**config.mk**
```make
export PLATFORM = sky130hd
export DESIGN_NAME = lcd_top
export DESIGN_NICKNAME = d
export VERILOG_FILES = /design/src/lcd_pkg.sv /design/src/lcd_regs.sv /design/src/lcd_timing.sv /design/src/lcd_control.sv /design/src/lcd_top.sv
export VERILOG_INCLUDE_DIRS = /design/src
export SDC_FILE = /design/constraint.sdc
export NUM_CORES = 1
export LEC_CHECK = 0
export CAP_MARGIN = 20
export CORE_MARGIN = 10
export CORE_UTILIZATION = 65
export DETAILED_ROUTE_END_ITERATION = 10
export DONT_BUFFER_PORTS = 1
export PLACE_DENSITY_LB_ADDON = 0.25
export SLEW_MARGIN = 20
export SYNTH_ARGS = -nofsm -noshare
export SYNTH_HDL_FRONTEND = slang
export SYNTH_SLANG_ARGS = --single-unit
```
**constraint.sdc**
```tcl
create_clock -name clk -period 3.7 [get_ports clk]
set_input_delay 0.555 -clock clk [delete_from_list [all_inputs] [get_ports clk]]
set_output_delay 0.555 -clock clk [all_outputs]
set_load 0.02 [all_outputs]
```
**src/lcd_params.svh**
```systemverilog
`ifndef LCD_PARAMS_SVH
`define LCD_PARAMS_SVH

// Line and frame geometry, in dots.
`define LCD_DOTS_PER_LINE 456
`define LCD_LINES         154
`define LCD_VISIBLE_LINES 144

// Mode boundaries within a visible line.
`define LCD_OAM_END  80
`define LCD_DRAW_END 252

// Panel strobe windows.
`define LCD_CP_START 92
`define LCD_ST_START 252
`define LCD_ST_LEN   4

// Register map on the AXI4-Lite port.
`define LCD_ADDR_LCDC 4'h0
`define LCD_ADDR_STAT 4'h4
`define LCD_ADDR_LY   4'h8
`define LCD_ADDR_LYC  4'hC

`endif

```
**src/lcd_pkg.sv**
```systemverilog
package lcd_pkg;

	// Encoding matches the STAT mode field.
	typedef enum logic [1:0] {
		MODE_HBLANK = 2'd0,
		MODE_VBLANK = 2'd1,
		MODE_OAM    = 2'd2,
		MODE_DRAW   = 2'd3
	} lcd_mode_e;

	typedef struct packed {
		logic       enable;
		logic       lyc_ie;
		logic       oam_ie;
		logic       vblank_ie;
		logic       hblank_ie;
		logic [7:0] lyc;
	} lcd_ctrl_t;

	typedef struct packed {
		logic [8:0] dot;
		logic [7:0] ly;
		lcd_mode_e  mode;
		logic       coincidence;
	} lcd_timing_t;

	// Master side of the register port.
	typedef struct packed {
		logic       awvalid;
		logic [3:0] awaddr;
		logic       wvalid;
		logic [7:0] wdata;
		logic       wstrb;
		logic       bready;
		logic       arvalid;
		logic [3:0] araddr;
		logic       rready;
	} axil_req_t;

	typedef struct packed {
		logic       awready;
		logic       wready;
		logic       bvalid;
		logic [1:0] bresp;
		logic       arready;
		logic       rvalid;
		logic [7:0] rdata;
		logic [1:0] rresp;
	} axil_rsp_t;

endpackage

```
**src/lcd_regs.sv**
```systemverilog
`timescale 1ns/1ps
`include "lcd_params.svh"

module lcd_regs
	import lcd_pkg::*;
(
	input  logic        clk,
	input  logic        rst,
	input  axil_req_t   axil_req,
	input  lcd_timing_t timing,
	output axil_rsp_t   axil_rsp,
	output lcd_ctrl_t   ctrl
);

	localparam logic [1:0] RESP_OKAY   = 2'b00;
	localparam logic [1:0] RESP_SLVERR = 2'b10;

	logic [7:0] lcdc;
	logic [3:0] stat_ie;
	logic [7:0] lyc;

	logic       bvalid;
	logic [1:0] bresp;
	logic       rvalid;
	logic [7:0] rdata;
	logic [1:0] rresp;

	logic       wr_go;
	logic       rd_go;
	logic       wr_known;
	logic [7:0] rd_data_d;
	logic [1:0] rd_resp_d;

	// AW and W are taken together, only with no response outstanding.
	assign wr_go = axil_req.awvalid && axil_req.wvalid && !bvalid;
	assign rd_go = axil_req.arvalid && !rvalid;

	always_comb begin
		case (axil_req.awaddr)
			`LCD_ADDR_LCDC,
			`LCD_ADDR_STAT,
			`LCD_ADDR_LY,
			`LCD_ADDR_LYC: wr_known = 1'b1;
			default:       wr_known = 1'b0;
		endcase
	end

	// LY is read only, so a write to it is answered but dropped.
	always_ff @(posedge clk) begin
		if (rst) begin
			lcdc    <= '0;
			stat_ie <= '0;
			lyc     <= '0;
		end else if (wr_go && axil_req.wstrb) begin
			case (axil_req.awaddr)
				`LCD_ADDR_LCDC: lcdc    <= axil_req.wdata;
				`LCD_ADDR_STAT: stat_ie <= axil_req.wdata[6:3];
				`LCD_ADDR_LYC:  lyc     <= axil_req.wdata;
				default: ;
			endcase
		end
	end

	always_ff @(posedge clk) begin
		if (rst) begin
			bvalid <= 1'b0;
			bresp  <= RESP_OKAY;
		end else if (wr_go) begin
			bvalid <= 1'b1;
			bresp  <= wr_known ? RESP_OKAY : RESP_SLVERR;
		end else if (axil_req.bready) begin
			bvalid <= 1'b0;
		end
	end

	// STAT reads back bit 7 as one, with live coincidence and mode.
	always_comb begin
		rd_resp_d = RESP_OKAY;
		case (axil_req.araddr)
			`LCD_ADDR_LCDC: rd_data_d = lcdc;
			`LCD_ADDR_STAT: rd_data_d = {1'b1, stat_ie, timing.coincidence, timing.mode};
			`LCD_ADDR_LY:   rd_data_d = timing.ly;
			`LCD_ADDR_LYC:  rd_data_d = lyc;
			default: begin
				rd_data_d = '0;
				rd_resp_d = RESP_SLVERR;
			end
		endcase
	end

	always_ff @(posedge clk) begin
		if (rst) begin
			rvalid <= 1'b0;
			rdata  <= '0;
			rresp  <= RESP_OKAY;
		end else if (rd_go) begin
			rvalid <= 1'b1;
			rdata  <= rd_data_d;
			rresp  <= rd_resp_d;
		end else if (axil_req.rready) begin
			rvalid <= 1'b0;
		end
	end

	assign axil_rsp.awready = wr_go;
	assign axil_rsp.wready  = wr_go;
	assign axil_rsp.bvalid  = bvalid;
	assign axil_rsp.bresp   = bresp;
	assign axil_rsp.arready = !rvalid;
	assign axil_rsp.rvalid  = rvalid;
	assign axil_rsp.rdata   = rdata;
	assign axil_rsp.rresp   = rresp;

	assign ctrl.enable    = lcdc[7];
	assign ctrl.lyc_ie    = stat_ie[3];
	assign ctrl.oam_ie    = stat_ie[2];
	assign ctrl.vblank_ie = stat_ie[1];
	assign ctrl.hblank_ie = stat_ie[0];
	assign ctrl.lyc       = lyc;

	a_bvalid_hold: assert property (@(posedge clk) disable iff (rst)
		bvalid && !axil_req.bready |=> bvalid && $stable(bresp));

	a_rvalid_hold: assert property (@(posedge clk) disable iff (rst)
		rvalid && !axil_req.rready |=> rvalid && $stable(rdata));

endmodule

```
**src/lcd_timing.sv**
```systemverilog
`timescale 1ns/1ps
`include "lcd_params.svh"

module lcd_timing
	import lcd_pkg::*;
(
	input  logic        clk,
	input  logic        rst,
	input  lcd_ctrl_t   ctrl,
	output lcd_timing_t timing
);

	logic [8:0] dot;
	logic [7:0] ly;
	logic [8:0] dot_out;
	logic [7:0] ly_out;
	logic       line_end;
	logic       frame_end;
	lcd_mode_e  mode;

	assign line_end  = dot == 9'(`LCD_DOTS_PER_LINE - 1);
	assign frame_end = ly == 8'(`LCD_LINES - 1);

	// Counters sit at zero while the LCD is off.
	always_ff @(posedge clk) begin
		if (rst || !ctrl.enable) begin
			dot <= '0;
			ly  <= '0;
		end else if (line_end) begin
			dot <= '0;
			ly  <= frame_end ? 8'd0 : ly + 8'd1;
		end else begin
			dot <= dot + 9'd1;
		end
	end

	// The counters clear a cycle late when LCDC bit 7 drops.
	assign dot_out = ctrl.enable ? dot : 9'd0;
	assign ly_out  = ctrl.enable ? ly : 8'd0;

	always_comb begin
		if (!ctrl.enable) begin
			mode = MODE_HBLANK;
		end else if (ly >= 8'(`LCD_VISIBLE_LINES)) begin
			mode = MODE_VBLANK;
		end else if (dot < 9'(`LCD_OAM_END)) begin
			mode = MODE_OAM;
		end else if (dot < 9'(`LCD_DRAW_END)) begin
			mode = MODE_DRAW;
		end else begin
			mode = MODE_HBLANK;
		end
	end

	assign timing.dot         = dot_out;
	assign timing.ly          = ly_out;
	assign timing.mode        = mode;
	assign timing.coincidence = ly_out == ctrl.lyc;

	a_dot_range: assert property (@(posedge clk) disable iff (rst)
		timing.dot < 9'(`LCD_DOTS_PER_LINE));

	a_ly_range: assert property (@(posedge clk) disable iff (rst)
		timing.ly < 8'(`LCD_LINES));

endmodule

```
**src/lcd_control.sv**
```systemverilog
`timescale 1ns/1ps
`include "lcd_params.svh"

module lcd_control
	import lcd_pkg::*;
(
	input  logic        clk,
	input  logic        rst,
	input  lcd_ctrl_t   ctrl,
	input  lcd_timing_t timing,
	output logic        pin_cpl,
	output logic        pin_fr,
	output logic        pin_st,
	output logic        pin_s,
	output logic        pin_cp,
	output logic        irq_stat,
	output logic        irq_vblank
);

	logic visible;
	logic cp_win;
	logic st_win;
	logic cpl_win;
	logic s_win;
	logic frame_start;
	logic vblank_start;
	logic stat_src;
	logic stat_prev;

	assign visible = timing.ly < 8'(`LCD_VISIBLE_LINES);

	// Pixel clock runs over the last 160 dots of mode 3.
	assign cp_win = visible
		&& timing.dot >= 9'(`LCD_CP_START)
		&& timing.dot < 9'(`LCD_DRAW_END);

	assign st_win = visible
		&& timing.dot >= 9'(`LCD_ST_START)
		&& timing.dot < 9'(`LCD_ST_START + `LCD_ST_LEN);

	assign cpl_win      = timing.dot == 9'(`LCD_DOTS_PER_LINE - 1);
	assign s_win        = timing.ly == 8'd0;
	assign frame_start  = s_win && timing.dot == 9'd0;
	assign vblank_start = timing.ly == 8'(`LCD_VISIBLE_LINES) && timing.dot == 9'd0;

	// Combined STAT line, edge detected below.
	always_comb begin
		stat_src = 1'b0;
		if (ctrl.lyc_ie && timing.coincidence)
			stat_src = 1'b1;
		if (ctrl.oam_ie && timing.mode == MODE_OAM)
			stat_src = 1'b1;
		if (ctrl.vblank_ie && timing.mode == MODE_VBLANK)
			stat_src = 1'b1;
		if (ctrl.hblank_ie && timing.mode == MODE_HBLANK)
			stat_src = 1'b1;
	end

	always_ff @(posedge clk) begin
		if (rst || !ctrl.enable) begin
			pin_cp     <= 1'b0;
			pin_st     <= 1'b0;
			pin_cpl    <= 1'b0;
			pin_s      <= 1'b0;
			pin_fr     <= 1'b0;
			irq_vblank <= 1'b0;
			irq_stat   <= 1'b0;
			stat_prev  <= 1'b0;
		end else begin
			pin_cp     <= cp_win;
			pin_st     <= st_win;
			pin_cpl    <= cpl_win;
			pin_s      <= s_win;
			irq_vblank <= vblank_start;
			stat_prev  <= stat_src;
			irq_stat   <= stat_src && !stat_prev;
			if (frame_start)
				pin_fr <= !pin_fr;
		end
	end

	a_cp_st_excl: assert property (@(posedge clk) disable iff (rst)
		!(pin_cp && pin_st));

endmodule

```
**src/lcd_top.sv**
```systemverilog
`timescale 1ns/1ps

module lcd_top
	import lcd_pkg::*;
(
	input  logic      clk,
	input  logic      rst,
	input  axil_req_t axil_req,
	output axil_rsp_t axil_rsp,
	output logic      pin_cpl,
	output logic      pin_fr,
	output logic      pin_st,
	output logic      pin_s,
	output logic      pin_cp,
	output logic      irq_stat,
	output logic      irq_vblank
);

	lcd_ctrl_t   ctrl;
	lcd_timing_t timing;

	lcd_regs u_regs (
		.clk      (clk),
		.rst      (rst),
		.axil_req (axil_req),
		.timing   (timing),
		.axil_rsp (axil_rsp),
		.ctrl     (ctrl)
	);

	lcd_timing u_timing (
		.clk    (clk),
		.rst    (rst),
		.ctrl   (ctrl),
		.timing (timing)
	);

	// Panel pins and interrupt requests.
	lcd_control u_control (
		.clk        (clk),
		.rst        (rst),
		.ctrl       (ctrl),
		.timing     (timing),
		.pin_cpl    (pin_cpl),
		.pin_fr     (pin_fr),
		.pin_st     (pin_st),
		.pin_s      (pin_s),
		.pin_cp     (pin_cp),
		.irq_stat   (irq_stat),
		.irq_vblank (irq_vblank)
	);

endmodule

```
## After elaboration in Yosys (flattened, before gate mapping)

Cells that the tools add are included.

- Register bits: 59
- Input port bits: 24
- Output and inout port bits: 24
- Logic and storage cells: 94

- $add $sub $neg: 2
- $lt $le $gt $ge: 8
- Equal/unequal tests: 13
- Mux-type cells: 19
- Reduce and logical (&&, ||, !) cells: 34

Operators by type and width:

| operator | number |
|---|---|
| case mux 8 bit (4 select lines) | 1 |
| == test 9 bit (second input constant) | 2 |
| less-than comparator 9 x 8 -> 1 bit (second input constant) | 2 |
| == test 4 bit (second input constant) | 4 |
| == test 8 bit (second input constant) | 2 |
| two-way mux 8 bit | 2 |
| logical AND 1 bit | 15 |
| two-way mux 2 bit | 6 |
| adder 9 x 1 -> 9 bit (second input constant) | 1 |
| >= comparator 9 x 7 -> 1 bit (second input constant) | 1 |
| >= comparator 9 x 8 -> 1 bit (second input constant) | 1 |
| zero test 9 bit | 1 |
| less-than comparator 9 x 7 -> 1 bit (second input constant) | 1 |
| less-than comparator 9 bit (second input constant) | 1 |
| two-way mux 1 bit | 9 |
| two-way mux 9 bit | 1 |
| adder 8 x 1 -> 8 bit (second input constant) | 1 |
| == test 4 x 3 -> 1 bit (second input constant) | 2 |
| == test 8 bit | 1 |
| >= comparator 8 bit (second input constant) | 1 |
| zero test 4 bit | 2 |
| zero test 8 bit | 1 |
| less-than comparator 8 bit (second input constant) | 1 |
| OR reduction 4 bit | 2 |
| other kinds (8) | 15 |

## Longest topological paths before layout

- Word-level depth: 11
- Mapped depth: 7
- Depth with buffers taken out: 6

## By module

From an unflattened synthesis, not the netlist that was laid out.

- Cells, all modules: 343
- Area, all modules: 3017.9 sq um

By module, submodules not included:

| module | times used | cells each | area an instance (sq um) | sequential area each (sq um) |
|---|---|---|---|---|
| lcd_regs | 1 | 171 | 1609.0 | 640.6 |
| lcd_timing | 1 | 129 | 1053.5 | 340.3 |
| lcd_control | 1 | 43 | 355.3 | 160.2 |

## Worst setup path before layout

No wires, ideal clock.

- Path kind: input to register
- Start point: input axil_req[21] (netlist name)
- End point: register u_regs.lyc[7]
- Setup time: 128 ps
- Arrival: 1642 ps
- Required time: 3572 ps
- Slack: 1930 ps
- Stages on the path: 7
- Buffers on the path: 2
- Cell sequence: and3b_1 -> clkbuf_1 -> and3_1 -> clkbuf_1 -> nand3_2 -> mux2i_1 -> nor2_1

- Word-level cells in the longest chain between the ends: 4

RTL lines:

| item | line | RTL |
|---|---|---|
| start, declared | lcd_top.sv:8 | `input axil_req_t axil_req,` |
| logical AND 1 bit (2 in a row) | lcd_regs.sv:35 | `assign wr_go = axil_req.awvalid && axil_req.wvalid && !bvalid;` |
| named net u_regs.wr_go | lcd_regs.sv:28 | `logic wr_go;` |
| logical AND 1 bit | lcd_regs.sv:54 | `end else if (wr_go && axil_req.wstrb) begin` |
| AND reduction 2 bit (no line) | - |  |
| end signal, assigned | lcd_regs.sv:58 | `` `LCD_ADDR_LYC: lyc <= axil_req.wdata; `` |
| end, declared | lcd_regs.sv:20 | `logic [7:0] lyc;` |

The timed path passes the listed nets, and every way through them passes these cells.
A chain may end at the register's enable or synchronous reset.

## Final worst setup path

- Start point: register u_regs.lcdc[7]
- End point: register u_control.irq_stat

- Word-level cells in the longest chain between the ends: 8
- Elaborated cells between the ends (all ways): 17
- Classes of those cells: eq/ne (3); mux (6); reduce/logical (8)

RTL lines:

| item | line | RTL |
|---|---|---|
| start, declared | lcd_regs.sv:18 | `logic [7:0] lcdc;` |
| start signal, assigned | lcd_regs.sv:56 | `` `LCD_ADDR_LCDC: lcdc <= axil_req.wdata; `` |
| two-way mux 8 bit | lcd_timing.sv:39 | `assign ly_out = ctrl.enable ? ly : 8'd0;` |
| == test 8 bit | lcd_timing.sv:58 | `assign timing.coincidence = ly_out == ctrl.lyc;` |
| logical AND 1 bit | lcd_control.sv:49 | `if (ctrl.lyc_ie && timing.coincidence)` |
| two-way mux 1 bit | lcd_control.sv:49 |  |
| two-way mux 1 bit | lcd_control.sv:51 | `if (ctrl.oam_ie && timing.mode == MODE_OAM)` |
| two-way mux 1 bit | lcd_control.sv:53 | `if (ctrl.vblank_ie && timing.mode == MODE_VBLANK)` |
| two-way mux 1 bit | lcd_control.sv:55 | `if (ctrl.hblank_ie && timing.mode == MODE_HBLANK)` |
| logical AND 1 bit | lcd_control.sv:76 | `irq_stat <= stat_src && !stat_prev;` |
| end signal, assigned | lcd_control.sv:76 |  |
| end, declared | lcd_control.sv:16 | `output logic irq_stat,` |

Several ways; a longest one is shown, not always the timed one.

==> impl_metrics.toml <==
[status]
status = "completed"

[run]
drv_cap = 0

[routing]
drc = 0
drtIter0Drc = 126
drtAntennaViolNets = 0
dr.pass1.iters = 4
wl_per_cell_um = 17.58
vias_per_cell = 6.136
wl_um = 6346
vias = 2215

[yosys]
synth_edf_count = 0
ys_seq_area_frac = 0.4000
ys_seq_elements = 57
async_reset_ff_frac = 0
ys_types = 59
syn_area_per_cell_um2 = 8.915
dominantRegCellSynth = "dfxtp_1"
synthesis.area_um2 = 2853
synthCells = 320
yosysWarnings = 0

[global_routing]
grt_pass1_vias = 2080
gr-total-overflow = 0
antenna_found_initial = 0
track_usage = 0.1689
grt_pass1_wl_um = 10210
grt_max_degree = 38

[clock_network]
root_buffer = "clkbuf_8"
cts_made_buffers = 9
clkSlewWorstSetupHoldPaths_ns = 0.06
ctsLongestPathBuffers = 2
htree_levels = 3
clk_latency_ns = 0.34
post_cts_buffers = 0
hold_buffers = 0
post_cts_resized = 0
clock_sinks = 57
cts_tree = "built"

[timing]
slew_violations = 0
setup_tns_ns = 0
final.min_clock_period_ns = 2.022
timing.fmax_mhz = 494.6
finalHoldViolCount = 0
slew_headroom = 0.4879
clock_skew_ns = 0.005437
rsz0062_at_grt = "false"
setup_violations = 0
tightest_slew_ns = 0.7622
min_period_over_period = 0.5464

[cells_and_area]
final_nets = 332
final_area_um2 = 2992
drive_gt1_frac = 0.1003
fillers = 343
syn2layout_area_growth_pct = 4.868
antenna_cells = 0
final_cells = 361
final_cell_mix = "57 x nor2_1, 57 x dfxtp_1, 25 x mux2i_1, 13 x nand3_1, 13 x xor2_1"

[place]
dp_cells = 345
dp_hpwl_um = 4572
place.gp.congestion = 0.8584
placed_area_um2 = 2769
portBuffers = 0

[floorplan]
core_region_area_um2 = 4294
num_rows = 24
start_util = 0.6643
die_h_um = 86.25
die_w_um = 86.25
io_pins = 48
die_area_um2 = 7439

[worst_setup_path]
crit_path_max_incr_delay_ns = 0.73
timing.critical_path.buf_inv = 0
path_cells = "and4bb_2 -> a22oi_1 -> o2bb2ai_1 -> or4_1 -> a21oi_1"
cp_max_fo = 20
crit_family = "simple AND/OR/NAND/NOR gates"
slowest_stage = "dfxtp_1"
worstSetupStartpointType = "flop"
arrival_ns = 2.29
end_kind = "flop"
required_ns = 3.97
crit_type = "reg2reg"

[power_and_ir_drop]
cellLeakagePower_nw = 1.266
peakVddDrop_mv = 0.2394
cellPowerDensity_nw_per_um2 = 437.1

[worst_hold_path]
worst_hold_path_type = "in2reg"
==> per-stage QoR <==
| stage | setup slack (ns) | power [mW] | hold WS, ns | utilization |
|---|---|---|---|---|
| finish | 1.678 | 1.308 | 0.2820 | 0.6967 |
| global route | 1.568 | 1.352 | 0.2658 | 0.6967 |
| CTS | 1.713 | 1.320 | 0.2635 | 0.6967 |
| detailed placement | 1.646 | 0.6662 | 0.3930 | 0.6448 |
| global placement | 1.690 | 0.6653 | 0.3736 | 0.6448 |
| floorplan | 1.930 | 0.6756 | 0.3650 | - |
==> layout make-up <==
type | count | area (µm²) | share of cell area
multi-input cells | 228 | 1533 | 0.5123
clock inverters | 2 | 60.06 | 0.02008
well taps | 52 | 65.06 | 0.02175
flip-flops and latches | 57 | 1141 | 0.3814
clock buffers | 14 | 162.7 | 0.05437
inverters | 8 | 30.03 | 0.01004
==> worst reg2reg max path, cell delays in order, from the launching register on <==
cell       delay, ns
dfxtp_1         0.73
and4bb_2        0.31
a22oi_1         0.06
o2bb2ai_1       0.16
or4_1           0.54
a21oi_1         0.16
==> Yosys cell counts, types with 2 or more instances <==
master | number | area share
and4bb_2 | 2 | 0.0088
a22oi_1 | 7 | 0.018
nor4_1 | 3 | 0.0066
ha_1 | 4 | 0.018
buf_2 | 8 | 0.014
nand2_1 | 8 | 0.011
nand4_1 | 5 | 0.011
mux2i_1 | 25 | 0.088
a31oi_1 | 2 | 0.0044
a211oi_1 | 2 | 0.0053
a31o_2 | 4 | 0.012
and2_1 | 2 | 0.0044
o21a_1 | 2 | 0.0053
nor2b_1 | 4 | 0.0088
or2_2 | 2 | 0.0044
buf_6 | 2 | 0.0079
and3_1 | 4 | 0.0088
xnor2_1 | 5 | 0.015
o21ai_0 | 5 | 0.0088
inv_1 | 8 | 0.011
a21oi_1 | 9 | 0.016
xor2_1 | 13 | 0.040
a221o_1 | 5 | 0.018
nor3_1 | 6 | 0.011
nand3b_1 | 2 | 0.0053
buf_4 | 6 | 0.016
nand3_1 | 13 | 0.023
or4_1 | 3 | 0.0079
a22o_1 | 3 | 0.0092
nand4b_1 | 2 | 0.0061
clkbuf_1 | 11 | 0.014
dfxtp_1 | 57 | 0.40
nand2b_1 | 4 | 0.0088
nor2_1 | 57 | 0.075
==> path summary, 6_finish.rpt <==
path                       start                 end  slack, ns  cells after the start
max reg2reg       u_regs.lcdc[7]  u_control.irq_stat       1.68                      5
min reg2reg  u_control.stat_prev  u_control.irq_stat       0.40                      1
min                          rst       u_regs.rvalid       0.28                      1
max               u_regs.lcdc[7]  u_control.irq_stat       1.68                      5
==> power by group <==
part	switching, mW	internal [mW]
Combinational	0.0176	0.00960
Sequential	0.00781	0.618
Clock	0.237	0.417
==> routing by layer <==
metal  GRT usage  vias to the layer above  wire [µm]
li1            -                     1098          -
met1      0.2107                     1036       2799
met2      0.2515                       76       2885
met3     0.07505                        5        605
met4     0.06186                        0         55
met5           0                        -          0
==> registers in the layout, indices dropped and copies added, names as in the netlist, 4 cells and up <==
signal and flops:
u_timing.ly 8, u_timing.dot 9, u_regs.rdata 8, u_regs.lyc 8, u_regs.stat_ie 4, u_regs.lcdc 8
==> logic make-up after synthesis <==
family | synth area share
buf+inv | 0.06403
other cells | 0.001315
fa+ha+maj | 0.01754
mux | 0.08772
simple gates | 0.2439
xor+xnor | 0.05526
compound gates | 0.1303
flops | 0.4000
Power figures use the tool's default switching activity.
